===== src/hdl/acq_readout_settings.svh =====
`ifndef ACQ_READOUT_SETTINGS_SVH
`define ACQ_READOUT_SETTINGS_SVH

// circular sample buffer of 1024 words
`define CBUF_ADDR_W 10
// adc sample, two of them packed per buffer word
`define SAMPLE_W 12
`define WORD_W 32
// a burst is four consecutive buffer words
`define WORDS_PER_BURST 4
`define BURST_W 128
`define BURST_CNT_W 8
`define TRIG_FIFO_DEPTH 4
`define CHECKSUM_W 32
// counters carried in the headers
`define WFM_CNT_W 16
`define REC_CNT_W 32
// record tags sit in bits 127:112
`define TAG_W 16
`define WFM_HDR_TAG 16'hA5E1
`define CHECKSUM_TAG 16'hC5C5
`define FILL_HDR_TAG 16'hF111

`endif


===== src/hdl/acq_readout_pkg.sv =====
`include "acq_readout_settings.svh"

package acq_readout_pkg;

    // two adc samples in the low 24 bits, zero padding above
    typedef struct packed {
        logic [`WORD_W-2*`SAMPLE_W-1:0] pad;
        logic [`SAMPLE_W-1:0]           sample_b;
        logic [`SAMPLE_W-1:0]           sample_a;
    } sample_pair_t;

    typedef enum logic [2:0] {
        REC_NONE     = 3'd0,
        REC_WFM_HDR  = 3'd1,
        REC_DATA     = 3'd2,
        REC_CHECKSUM = 3'd3,
        REC_FILL_HDR = 3'd4
    } record_kind_e;

    // per-cycle command from the fill sequencer
    typedef struct packed {
        logic                    read_init;
        logic                    read_inc;
        logic                    latch_word;
        logic                    last_word;
        record_kind_e            record_kind;
        logic                    emit;
        logic                    fill_start;
        logic [`BURST_CNT_W-1:0] bursts;
        logic [`CBUF_ADDR_W-1:0] trig_addr;
    } seq_cmd_t;

    // command after the buffer read, with the word read for it
    typedef struct packed {
        logic                    latch_word;
        logic                    last_word;
        record_kind_e            record_kind;
        logic                    emit;
        logic                    fill_start;
        logic [`BURST_CNT_W-1:0] bursts;
        logic [`CBUF_ADDR_W-1:0] trig_addr;
        logic [`WORD_W-1:0]      word;
    } stage_cmd_t;

    // record candidate, payload widened to a full burst
    typedef struct packed {
        record_kind_e            record_kind;
        logic                    emit;
        logic                    fill_start;
        logic [`BURST_CNT_W-1:0] bursts;
        logic [`CBUF_ADDR_W-1:0] trig_addr;
        logic [`BURST_W-1:0]     payload;
    } burst_cmd_t;

    typedef struct packed {
        logic [`BURST_W-1:0] payload;
        record_kind_e        record_kind;
    } record_t;

endpackage


===== src/hdl/record_formatter.sv =====
`include "acq_readout_settings.svh"

module record_formatter (
    input  logic                        adc_clk,
    input  logic                        reset_clk_adc,
    input  acq_readout_pkg::burst_cmd_t packed_cmd,
    output acq_readout_pkg::record_t    record,
    output logic                        record_valid
);

    logic [`WFM_CNT_W-1:0]  wfm_cnt;
    logic [`REC_CNT_W-1:0]  rec_cnt;
    logic [`CHECKSUM_W-1:0] checksum;
    logic [`BURST_W-1:0]    fill_hdr_q;
    logic [`BURST_W-1:0]    wfm_hdr;
    logic [`BURST_W-1:0]    fill_hdr_now;
    logic [`BURST_W-1:0]    payload;
    logic [`CHECKSUM_W-1:0] lane_sum;
    logic                   is_fold;
    logic                   sum_en;

    always_comb begin
        // numbering starts at 1
        wfm_hdr = '0;
        wfm_hdr[`BURST_W-1 -: `TAG_W]   = `WFM_HDR_TAG;
        wfm_hdr[111:96]                 = wfm_cnt + 1'b1;
        wfm_hdr[47:40]                  = packed_cmd.bursts;
        wfm_hdr[`CBUF_ADDR_W-1:0]       = packed_cmd.trig_addr;
        // the checksum record is still to come, count it now
        fill_hdr_now = '0;
        fill_hdr_now[`BURST_W-1 -: `TAG_W] = `FILL_HDR_TAG;
        fill_hdr_now[111:96]               = wfm_cnt;
        fill_hdr_now[31:0]                 = rec_cnt + 1'b1;
    end

    assign is_fold = (packed_cmd.record_kind == acq_readout_pkg::REC_FILL_HDR) &&
                     !packed_cmd.emit;

    always_comb begin
        case (packed_cmd.record_kind)
            acq_readout_pkg::REC_WFM_HDR:  payload = wfm_hdr;
            acq_readout_pkg::REC_DATA:     payload = packed_cmd.payload;
            acq_readout_pkg::REC_CHECKSUM: payload = {`CHECKSUM_TAG,
                {(`BURST_W-`TAG_W-`CHECKSUM_W){1'b0}}, checksum};
            // emitted fill header is the one folded into the checksum
            acq_readout_pkg::REC_FILL_HDR: payload = is_fold ? fill_hdr_now : fill_hdr_q;
            default:                       payload = '0;
        endcase
    end

    always_comb begin
        lane_sum = '0;
        for (int i = 0; i < `WORDS_PER_BURST; i++) begin
            lane_sum = lane_sum + payload[i*`WORD_W +: `WORD_W];
        end
    end

    // headers, bursts and the folded fill header enter the sum
    assign sum_en = is_fold || (packed_cmd.emit &&
                    (packed_cmd.record_kind == acq_readout_pkg::REC_WFM_HDR ||
                     packed_cmd.record_kind == acq_readout_pkg::REC_DATA));

    always_ff @(posedge adc_clk) begin
        if (reset_clk_adc) begin
            wfm_cnt      <= '0;
            rec_cnt      <= '0;
            checksum     <= '0;
            record_valid <= 1'b0;
        end else begin
            record_valid <= packed_cmd.emit;
            if (packed_cmd.fill_start) begin
                wfm_cnt  <= '0;
                rec_cnt  <= '0;
                checksum <= '0;
            end else begin
                if (packed_cmd.emit) begin
                    rec_cnt <= rec_cnt + 1'b1;
                end
                if (packed_cmd.emit && packed_cmd.record_kind == acq_readout_pkg::REC_WFM_HDR) begin
                    wfm_cnt <= wfm_cnt + 1'b1;
                end
                if (sum_en) begin
                    checksum <= checksum + lane_sum;
                end
            end
        end
    end

    always_ff @(posedge adc_clk) begin
        if (is_fold) begin
            fill_hdr_q <= fill_hdr_now;
        end
        record.payload     <= payload;
        record.record_kind <= packed_cmd.record_kind;
    end

endmodule


===== config.mk =====
export PLATFORM = sky130hd
export DESIGN_NAME = record_formatter
export DESIGN_NICKNAME = d
export VERILOG_FILES = /design/src/hdl/acq_readout_pkg.sv /design/src/hdl/record_formatter.sv
export VERILOG_INCLUDE_DIRS = /design/src /design/src/hdl
export SDC_FILE = /design/constraint.sdc
export NUM_CORES = 1
export LEC_CHECK = 0
export ABC_AREA = 1
export BUFFER_PORTS_ARGS = -buffer_cell sky130_fd_sc_hd__buf_4
export CORE_ASPECT_RATIO = 1.2
export CORE_MARGIN = 2
export CORE_UTILIZATION = 50
export CTS_CLUSTER_DIAMETER = 80
export CTS_CLUSTER_SIZE = 8
export DETAILED_ROUTE_END_ITERATION = 7
export PLACE_DENSITY = 0.79
export SYNTH_ARGS = -nofsm -noshare
export SYNTH_HDL_FRONTEND = slang
export SYNTH_SLANG_ARGS = --single-unit

===== constraint.sdc =====
create_clock -name adc_clk -period 6.85 [get_ports adc_clk]
set_clock_uncertainty 0.15 [all_clocks]
set_input_delay 1.37 -clock adc_clk [delete_from_list [all_inputs] [get_ports adc_clk]]
set_output_delay 1.37 -clock adc_clk [all_outputs]
set_load 0.02 [all_outputs]

# Yosys cells after proc, flatten, opt, wreduce, memory -nomap -nowiden
# Index checks and enable logic that the tools add are counted.
# W data, S select, Z words.
# totals
word_cells	26
inputBits	153
out_inout_bits	132
register_bits	340
# op_classes
reduce_logical	7
add_sub_neg	6
n_eq_ne	4
n_mux	2
# op_table
operator	count
$pmux W128 S4	1
$add A32 B32 Y32	4
$mux W128	1
$add A32 B1 Y32 const B	1
$add A16 B1 Y16 const B	1
$eq A3 B2 Y1 const B	2
$eq A3 B1 Y1 const B	1
$eq A3 B3 Y1 const B	1
$logic_and A1 B1 Y1	3
$logic_or A1 B1 Y1	2
$reduce_or A2 Y1	1
$logic_not A1 Y1	1

# Depth between registers and ports, before layout
# Gate-level depths: netlist of the first run.
# logic_depth
ltp_word	8
mapped_depth	33

# Least setup slack after synthesis of the first run
# No wires, ideal clock.
# synth_path
path_type	input to register
start	input packed_cmd[150] (netlist bit)
end	register checksum[21]
arrival_time_ns	5.443
path_buffers	2
setup_time_ns	0.113
cell_stages	32
slack_ns	1.144
cell_sequence	inv_2 -> nor3_4 -> inv_2 -> nor2_8 -> inv_2 -> buf_2 -> buf_2 -> nand2_1 -> nand2_1 -> nand2_1 -> nand2_1 -> inv_2 -> fa_1 -> inv_1 -> fa_1 -> inv_1 -> fa_1 -> inv_1 -> ha_1 -> inv_1 -> o21bai_1 -> nand2_1 -> nand3_1 -> nand2_1 -> nand2_1 -> inv_1 -> o21ai_1 -> nand2_1 -> nand2_1 -> nor2_1 -> o21ai_1 -> inv_1
# synth_between
elab_chain_len	8
word_cells_on_any_way	14
classes_between	add/sub: 4; eq/ne: 4; mux: 2; reduce/logical: 4
# synth_lines
element	line_no	text
from (decl)	record_formatter.sv:6	input acq_readout_pkg::burst_cmd_t packed_cmd,
$eq A3 B3 Y1	record_formatter.sv:36, record_formatter.sv:40	
$logic_and A1 B1 Y1	record_formatter.sv:36	assign is_fold = (packed_cmd.record_kind == acq_readout_pkg::REC_FILL_HDR) &&
$mux W128	--	
$pmux W128 S4 (*)	record_formatter.sv:40	case (packed_cmd.record_kind)
named net payload[4]	record_formatter.sv:17	logic [`BURST_W-1:0] payload;
$add A32 B32 Y32 (*) (3 in a row)	record_formatter.sv:54	lane_sum = lane_sum + payload[i*`WORD_W +: `WORD_W];
$add A32 B32 Y32 (*)	record_formatter.sv:83	checksum <= checksum + lane_sum;
to (signal assigned)	record_formatter.sv:83	
to (decl)	record_formatter.sv:13	logic [`CHECKSUM_W-1:0] checksum;
# Mark *: on every way through the listed nets, which the timed path passes. The rest lies on a longest branch.
# A chain may end at the register's enable or synchronous reset.

# Worst setup path after layout of the first run
# Same ends and word-level chain as after synthesis.

==> results of run 1 <==
-- Yosys cell counts, drive strengths merged, types with 6 or more instances --
| cell type | number |
|---|---|
| o21a | 9 |
| xor2 | 45 |
| nand4 | 26 |
| clkbuf | 38 |
| o21ai | 137 |
| nor2 | 111 |
| fa | 92 |
| a221oi | 7 |
| inv | 509 |
| or2 | 14 |
| nand2 | 483 |
| o221ai | 7 |
| a21oi | 95 |
| dfxtp | 340 |
| a22oi | 14 |
| o22ai | 26 |
| ha | 34 |
| o211ai | 15 |
| o21bai | 7 |
| a21boi | 6 |
| xnor2 | 6 |
| nand3 | 82 |
| nor3 | 19 |
| a22o | 14 |
| buf | 36 |
-- layout by cell type (no fill, tap or decap), types with 4 or more instances in the layout --
master | Yosys | layout
ha_1 | 34 | 34
nor3_1 | 14 | 14
a21oi_1 | 95 | 95
o221ai_1 | 7 | 7
o211ai_1 | 15 | 15
inv_1 | 455 | 455
o21ai_1 | 20 | 20
o22ai_1 | 26 | 26
o21bai_1 | 7 | 7
buf_4 | 0 | 313
nand2_2 | 5 | 5
nand2_1 | 477 | 477
nor2_2 | 6 | 6
dfxtp_1 | 340 | 340
o21a_1 | 9 | 9
clkbuf_16 | 0 | 50
a22oi_1 | 14 | 14
fa_1 | 92 | 92
nor2_1 | 101 | 100
nand3_1 | 78 | 78
a21o_1 | 4 | 4
a221oi_1 | 4 | 4
nor2_4 | 3 | 4
inv_2 | 54 | 52
xor2_1 | 45 | 45
a21boi_0 | 5 | 5
xnor2_1 | 6 | 6
or2_2 | 12 | 12
nor3_2 | 4 | 4
o21ai_0 | 117 | 117
a22o_1 | 14 | 14
buf_12 | 0 | 5
nand4_1 | 24 | 24
nand3_2 | 4 | 4
-- through the flow --
stage | setup slack, ps | instances | area [sq um] | hold slack, ps
global route | 380 | 2940 | 21000 | 292
CTS | 807 | 2940 | 21000 | 278
global placement | 289 | 2888 | 19700 | 262
detailed placement | 221 | 2888 | 19700 | 266
finish | 688 | 2940 | 21000 | 279
floorplan | 1140 | 2194 | 17000 | 253
-- final cells by class --
class                      instances  area share, %
clock buffer                      50           5.96
clock inverter                     2          0.220
inverter                         512           9.17
multi-input combinational       1268           37.9
sequential                       340           32.4
tap                              450           2.68
timing repair buffer             318           11.7
-- where the power goes --
part / internal [mW] / switching (mW)
clock: 1.31 / 0.834
combinational: 0.273 / 0.449
sequential: 2.05 / 0.0322
total: 3.63 / 1.32
-- cell families after synthesis --
logic type | count (synthesis)
AO/OA/AOI/OAI | 346
XOR/XNOR | 51
adder cells (fa/ha/maj) | 126
buffers and inverters | 586
flip-flops | 340
AND/OR/NAND/NOR | 745
-- how the worst max path moves through the flow --
| stage | end | slack (ps) | depth (start not counted) |
|---|---|---|---|
| 4_1_cts | checksum[21]$_SDFFE_PP0P_ | 810 | 32 |
| 3_3_place_gp | checksum[21]$_SDFFE_PP0P_ | 290 | 27 |
| 3_5_place_dp | checksum[21]$_SDFFE_PP0P_ | 220 | 32 |
| 5_1_grt | checksum[21]$_SDFFE_PP0P_ | 380 | 32 |
| 6_report | checksum[21]$_SDFFE_PP0P_ | 690 | 32 |
| 2_1_floorplan | checksum[21]$_SDFFE_PP0P_ | 1140 | 32 |
-- critical path, delay by kind of cell --
family	cells	cell delay [ps]
compound gates	2	460
buf+inv	11	1260
fa+ha+maj	4	1860
simple gates	15	1510
-- metal layers --
metal  part of all wire (%)  track usage [%]  vias to the layer above  wire [um]
met5                      0                0                        -          0
met4                    4.5             14.0                        0       2440
met3                    6.5             5.13                      139       3490
met2                     48             50.8                      567      25700
met1                     41             38.0                     7105      22000
li1                       -                -                     7306          -
-- state kept, by name (all words and copies together), names as in the netlist --
register	flops
record	131
fill_hdr_q	128
checksum	32
rec_cnt	32
wfm_cnt	16
record_valid	1
==> impl_metrics.toml, run 1 <==
[status]
outcome = "finished clean"

[placed_design]
dpl.hpwl_um = 40500
port_buffers = 284
gp_congestion = 0.986

[detailed_routing]
drt_iter0_drc = 1160
num_vias = 15117
wl_um = 53600
drc = 0
viasPerCell = 5.14
drtAntennaViolNets = 0
dr.pass1.iters = 5
post_drt_wl_per_cell_um = 18.2

[synthesis]
synthAdderAreaFrac_pct = 13.3
async_flop_share_pct = 0
yosysWarnings = 0
synth-xor-area-share_pct = 2.63
yosysTopAreaCell = "dfxtp_1"
synth_mux_area_share_pct = 0
synth_edf_count = 0
ys.flop_type = "dfxtp_1"
synth_compound_area_share_pct = 12.0
synth_area_per_cell_sq_um = 7.75
synth_top_family_by_area = "simple AND/OR/NAND/NOR gates"
netlist_instances = 2194
syn_nets = 2473
ys_types = 52
synthSimpleGateAreaFrac_pct = 18.8
ys_top_cells_by_area = "dfxtp_1 (40%), fa_1 (11%), nand2_1 (11%)"
synth-seq-area-share_pct = 40.1
synth-seq-cells = 340
syn_area_sq_um = 17000
synth_top_area_share_pct = 40.1

[clock_network]
hold_buffers = 0
cts.reportedPaths.clkPinSlew_ps = 50
clkSinkCount = 340
clock_latency_ps = 560
cts_tree = "built"
root_buffer = "clkbuf_16"
cts-resized-gates = 0
htreeDepth = 2
clockBufferDepth = 3
cts_made_buffers = 48
post_cts_buffers = 0

[sta]
fin_tns_setup_ps = 0
grt_setup_unrepaired = "no"
finalSetupViolCount = 0
hold_viol = 0
min_period_over_period_pct = 90.0
max_freq_ghz = 0.162
report.final.slew_viol_count = 0
worstMarginPinSlew_ps = 921
maxSlewHeadroom_pct = 38.5
min_period_ps = 6160

[finish]
seqCellArea_sq_um = 6810
multi_input_comb_area_sq_um = 7970
drive_gt1_share_pct = 18.9
antenna_cells = 0
synthToLayoutAreaGrowth_pct = 23.6
nFillCells = 2873
layout.nets = 2767
final_core_util_pct = 63.0

[worst_hold_path]
hold_path_end = "fill_hdr_q[125]$_DFF_P_"
min-delay-start = "fill_hdr_q[125]$_DFF_P_"
hp-class = "reg2reg"
whs_path_depth = 1

[grt]
grt_max_degree = 66
grt_pass1_vias = 15344
grtUsageTotal_pct = 30.3
antenna_found_initial = 0
grt_pass1_wl_um = 82100
overflow = 0

[floorplan]
core_area_sq_um = 33300
die_x_um = 172
rows = 73
io_pins = 285
initial_utilization_pct = 51.0
die_h_um = 206
die-area_sq_um = 35500

[critical_path]
crit_fanout = 27
r2r-end = "checksum[30]$_SDFFE_PP0P_"
worstSetupStartpointType = "input pin"
cpPeakStageDelay_ps = 500
cp-end-kind = "flop"
reg2reg_from = "rec_cnt[0]$_SDFFE_PP0P_"
crit_start = "packed_cmd[150]"
cp_common_cell = "nand2_1"
critical_path_class = "in2reg"
required_ps = 7160
r2r_cells = 23
rrSetupSlack_ps = 1120
crit_path_top_delay_cell = "fa_1"
arrival_ps = 6470

[power]
p_total_mw = 4.95
p_leak_nw = 10.8
ir_worst_vdd_uv = 177
p_per_area_nw_per_um2 = 235

[run]
drv_cap = 0
Note: power is estimated with default switching activity, not from simulation.
==> inputs of run 2 (changes only) <==
--- a/config.mk
+++ b/config.mk
@@ -14,7 +14,7 @@
 export CTS_CLUSTER_DIAMETER = 80
 export CTS_CLUSTER_SIZE = 8
 export DETAILED_ROUTE_END_ITERATION = 7
-export PLACE_DENSITY = 0.79
+export PLACE_DENSITY = 0.82
 export SYNTH_ARGS = -nofsm -noshare
 export SYNTH_HDL_FRONTEND = slang
 export SYNTH_SLANG_ARGS = --single-unit
==> constraint.sdc (replaced) <==
create_clock -name adc_clk -period 5.65 [get_ports adc_clk]
set_clock_uncertainty 0.15 [all_clocks]
set_input_delay 1.13 -clock adc_clk [delete_from_list [all_inputs] [get_ports adc_clk]]
set_output_delay 1.13 -clock adc_clk [all_outputs]
set_load 0.02 [all_outputs]
==> run 2 against run 1 <==
  * Worst hold slack worse by 1.3 ps
  * Critical endpoint is now checksum[12]$_SDFFE_PP0P_
  * Utilization increased by 5.0 points
  * Final cell count up 6.6%
  * Routed wire length is 5.3% higher
  * Total power grew 24%
  * Largest cell class unchanged
  * Highest routed layer is now met5
  * Critical path depth shrank 7
  * Setup slack worse by 450 ps
  * Largest power group unchanged
  * Via count rose by 7.0%
  * Combinational power is 44% higher
  * Die area unchanged
==> impl_metrics.toml, run 2 (synthesis gave the netlist of run 1 again) <==
[detailed_routing]
drtAntennaViolNets = 0
drt_iter0_drc = 1153
post_drt_wl_per_cell_um = 18.0
drc = 0
num_vias = 16168
wl_um = 56500
dr.pass1.iters = 5
viasPerCell = 5.16

[finish]
final_core_util_pct = 68.1
largest_reg_flops = 131
drive_gt1_share_pct = 26.3
regMostFlops = "record"
layout.nets = 2961
mostFrequentLayoutCells = "buf_4 (503), nand2_1 (469), inv_1 (455)"
top_regs = "record: 131 flops, fill_hdr_q: 128 flops"
synthToLayoutAreaGrowth_pct = 33.5
finalNonFillerCells = 3135
mostFrequentLayoutCell = "buf_4"

[critical_path]
required_ps = 5950
crit_fanout = 9
cp-end-kind = "flop"
arrival_ps = 5710
cp_common_cell = "inv_1"
crit_path_top_delay_cell = "fa_1"
crit_buf_inv = 9
crit_start = "packed_cmd[149]"
cpPeakStageDelay_ps = 520
critical_path_class = "in2reg"
worstSetupStartpointType = "input pin"
path_delay_family = "adder cells"
rrSetupSlack_ps = 300
reg2reg_from = "rec_cnt[0]$_SDFFE_PP0P_"

[clock_network]
hold_buffers = 0
htreeDepth = 2
clock_latency_ps = 560
root_buffer = "clkbuf_16"
cts_tree = "built"
clkSinkCount = 340
cts.reportedPaths.clkPinSlew_ps = 50
clockBufferDepth = 3
cts_made_buffers = 48

[sta]
worstMarginPinSlew_ps = 837
hold_viol = 0
min_period_over_period_pct = 95.8
grt_setup_unrepaired = "yes"
min_period_ps = 5410
finalSetupViolCount = 0
max_freq_ghz = 0.185
report.final.slew_viol_count = 0
maxSlewHeadroom_pct = 43.6

[power]
switching_share_pct = 26.7
internal_power_mw = 4.50
ir_worst_vdd_uv = 233
seqPwrFrac_pct = 41.2
p_per_area_nw_per_um2 = 270
pwr-share-clk_pct = 41.9
p_sw_mw = 1.64
p_comb_share_pct = 16.9
p_leak_nw = 11.9

[run]
drv_cap = 0

[placed_design]
gp_congestion = 0.976
dpl.cell_count = 3079
dpl.hpwl_um = 43300
port_buffers = 284

[status]
outcome = "finished clean"

[floorplan]
rows = 73
die-area_sq_um = 35500
die_h_um = 206
core_area_sq_um = 33300
initial_utilization_pct = 51.0
io_pins = 285
die_x_um = 172

[grt]
grt_pass1_wl_um = 86400
grt_pass1_vias = 16467
overflow = 0
grtUsageTotal_pct = 31.8
antenna_found_initial = 2
grt_max_degree = 53

[worst_hold_path]
min-delay-start = "fill_hdr_q[86]$_DFF_P_"
hp-class = "reg2reg"
==> run 2: cell types whose count changed in the layout (fill, tap and decap cells not counted), moves of 3 or more <==
cell	previous run	this run
nor2_1	100	93
dfxtp_1	340	336
nand2_1	477	469
nand2_2	5	13
buf_4	313	503
o21ai_0	117	113
inv_6	0	3
a21oi_1	95	86
nor2_2	6	11
a21oi_2	0	9
dfxtp_2	0	4
nor3_2	4	9
buf_12	5	8
nor3_1	14	8
==> run 2: routing by layer <==
metal	global-route usage [%]	wire length, um	vias up
li1	-	-	7697
met1	38.5	22300	7611
met4	15.2	2750	2
met2	54.2	27500	676
met3	6.13	3990	182
met5	0	11	-
==> run 2: final timing paths <==
| check | to | cells past startpoint |
|---|---|---|
| max reg2reg | checksum[20]$_SDFFE_PP0P_ | 28 |
| min reg2reg | fill_hdr_q[86]$_DFF_P_ | 2 |
| min | fill_hdr_q[86]$_DFF_P_ | 2 |
| max | checksum[12]$_SDFFE_PP0P_ | 25 |
==> run 2: layout make-up <==
cell class | count | area (sq um)
Fill cell | 2586 | 10700
Multi-Input combinational cell | 1268 | 8160
Sequential cell | 340 | 6810
Timing Repair Buffer | 512 | 3950
Inverter | 512 | 1930
Clock buffer | 49 | 1230
Tap cell | 450 | 563
Clock inverter | 3 | 47.5
Antenna cell | 1 | 2.50
==> run 2: metrics by stage <==
step | power (mW) | worst slack (ps) | instance area (sq um) | setup TNS (ps) | hold WS, ps
floorplan | 3.08 | 184 | 17000 | 0 | 253
global route | 6.34 | -9.38 | 22700 | -23.4 | 292
detailed placement | 3.57 | -389 | 21200 | -5950 | 268
finish | 6.14 | 237 | 22700 | 0 | 277
CTS | 6.13 | 64.4 | 22500 | 0 | 280
global placement | 3.55 | -356 | 21200 | -3900 | 262
==> run 2: tightest hold or removal path, cell delays in order, from the launching register on <==
cell and delay (ps):
dfxtp_1 300, nand2_1 60, inv_1 40
==> run 2: power by group through the flow <==
stage / clock network, mW / registers, mW / logic, mW
CTS: 2.59 / 2.53 / 1.01
global placement: 0 / 2.57 / 0.982
detailed placement: 0 / 2.57 / 1.00
global route: 2.68 / 2.53 / 1.13
floorplan: 0 / 2.61 / 0.475
finish: 2.57 / 2.53 / 1.04
==> run 2: what timing repair did <==
action | 4_1_cts | 5_1_grt
resized for setup | 4 | 55
endpoints found under the hold margin | 0 | 0
setup buffers | 0 | 3
setup endpoints to repair | 4 | 19
pin swaps | 0 | 9
==> inputs of run 3 (changes only) <==
--- a/config.mk
+++ b/config.mk
@@ -8,7 +8,7 @@
 export LEC_CHECK = 0
 export ABC_AREA = 1
 export BUFFER_PORTS_ARGS = -buffer_cell sky130_fd_sc_hd__buf_4
-export CORE_ASPECT_RATIO = 1.2
+export CORE_ASPECT_RATIO = 0.6
 export CORE_MARGIN = 2
 export CORE_UTILIZATION = 50
 export CTS_CLUSTER_DIAMETER = 80
==> run 3 against run 2 <==
  * Critical path depth increased by 1
  * Routed wire length increased by 4.1%
  * Total power increased by 1.0%
  * Via count increased by 2.6%
  * Combinational power increased by 5%
  * Largest power group unchanged
==> impl_metrics.toml, run 3 (synthesis gave the netlist of run 1 again) <==
[status]
outcome = "finished clean"

[detailed_routing]
post_drt_wl_per_cell_um = 18.4
num_vias = 16594
wl_um = 58800
viasPerCell = 5.21
drt_iter0_drc = 1429
dr.pass1.iters = 5
met1_length_um = 25300
top_layer_used = "met4"
drc = 0
drtAntennaViolNets = 0
wl_met3_um = 5890
dr_wl_met2_um = 25800

[clock_network]
cts_made_buffers = 48
clockBufferDepth = 3
cts_tree = "built"
cts.reportedPaths.clkPinSlew_ps = 60
clkSinkCount = 340
htreeDepth = 2
root_buffer = "clkbuf_16"
clock_latency_ps = 570

[critical_path]
arrival_ps = 5790
crit_path_top_delay_cell = "fa_1"
worstSetupStartpointType = "input pin"
critical_path_class = "in2reg"
cp_common_cell = "nand2_1"
required_ps = 5950
path_delay_family = "adder cells"
crit_buf_inv = 9
cp-end-kind = "flop"
cpPeakStageDelay_ps = 570
crit_fanout = 10
r2r_cells = 30
crit_cells = 26

[floorplan]
die-area_sq_um = 35500
rows = 52
io_pins = 285
core_area_sq_um = 33600
die_h_um = 147
initial_utilization_pct = 50.6
die_x_um = 242

[worst_hold_path]
whs_path_depth = 1
hp-class = "reg2reg"

[finish]
drive_gt1_share_pct = 28.1
nFillCells = 2677
finalNonFillerCells = 3186
mostFrequentLayoutCells = "buf_4 (545), nand2_1 (474), inv_1 (455)"
seqCellArea_sq_um = 6810
largest_reg_flops = 131
top_regs = "record: 131 flops, fill_hdr_q: 128 flops"
antenna_cells = 0
mostFrequentLayoutCell = "buf_4"
synthToLayoutAreaGrowth_pct = 36.1
multi_input_comb_area_sq_um = 8280
regMostFlops = "record"
layout.nets = 3004

[placed_design]
dpl.hpwl_um = 45900
gp_congestion = 0.949
dpl.cell_count = 3130
port_buffers = 284

[sta]
fin_tns_setup_ps = 0
hold_viol = 0
finalSetupViolCount = 0
max_freq_ghz = 0.182
min_period_ps = 5490
maxSlewHeadroom_pct = 53.2
worstMarginPinSlew_ps = 703
min_period_over_period_pct = 97.1
report.final.slew_viol_count = 0

[power]
p_sw_mw = 1.70
ir_worst_vdd_uv = 230
seqPwrFrac_pct = 40.7
p_per_area_nw_per_um2 = 268
internal_power_mw = 4.50
p_comb_share_pct = 17.5
p_leak_nw = 12.1
switching_share_pct = 27.5
pwr-share-clk_pct = 41.8

[grt]
grt_max_degree = 49
antenna_found_initial = 3
grt_pass1_vias = 16306
grt_pass1_wl_um = 89600
overflow = 0
grtUsageTotal_pct = 32.5

[run]
drv_cap = 0
run 3: per-layer routing:
| layer | vias up | GRT usage, % |
|---|---|---|
| li1 | 7793 | - |
| met1 | 7867 | 44.7 |
| met2 | 813 | 50.5 |
| met3 | 121 | 7.60 |
| met4 | 0 | 11.0 |
| met5 | - | 0 |
run 3: stage by stage:
stage	util, %	hold slack [ps]	cell area [sq um]	setup slack, ps	power, mW
2_1_floorplan	-	253	17000	184	3.08
3_3_place_gp	64.1	261	21500	-466	3.57
3_5_place_dp	64.1	266	21500	-540	3.60
4_1_cts	67.9	278	22800	11.1	6.16
5_1_grt	68.9	281	23100	-37.6	6.42
6_report	68.9	280	23100	163	6.20
run 3: final timing paths:
check                          startpoint                        end  slack (ps)
setup / recovery          packed_cmd[148]  checksum[19]$_SDFFE_PP0P_         160
hold / removal    fill_hdr_q[126]$_DFF_P_    fill_hdr_q[126]$_DFF_P_         280
setup reg to reg  rec_cnt[0]$_SDFFE_PP0P_  checksum[28]$_SDFFE_PP0P_         190
hold reg to reg   fill_hdr_q[126]$_DFF_P_    fill_hdr_q[126]$_DFF_P_         280
run 3: layout make-up:
cell class,count,area share [%]
Clock buffer,48,5.19
Inverter,512,8.32
Timing Repair Buffer,555,18.5
Multi-Input combinational cell,1268,35.8
Tap cell,459,2.48
Clock inverter,4,0.341
Sequential cell,340,29.4
run 3: what timing repair did:
action	CTS	global route
setup buffers	0	4
gates resized for setup	0	84
hold buffers	0	0
endpoints found under the setup margin	0	19
run 3: power by group through the flow:
stage / Sequential (mW) / Clock, mW / Combinational [mW]
floorplan: 2.61 / 0 / 0.475
global placement: 2.57 / 0 / 1.00
detailed placement: 2.57 / 0 / 1.03
CTS: 2.52 / 2.60 / 1.04
global route: 2.53 / 2.71 / 1.18
finish: 2.53 / 2.59 / 1.09
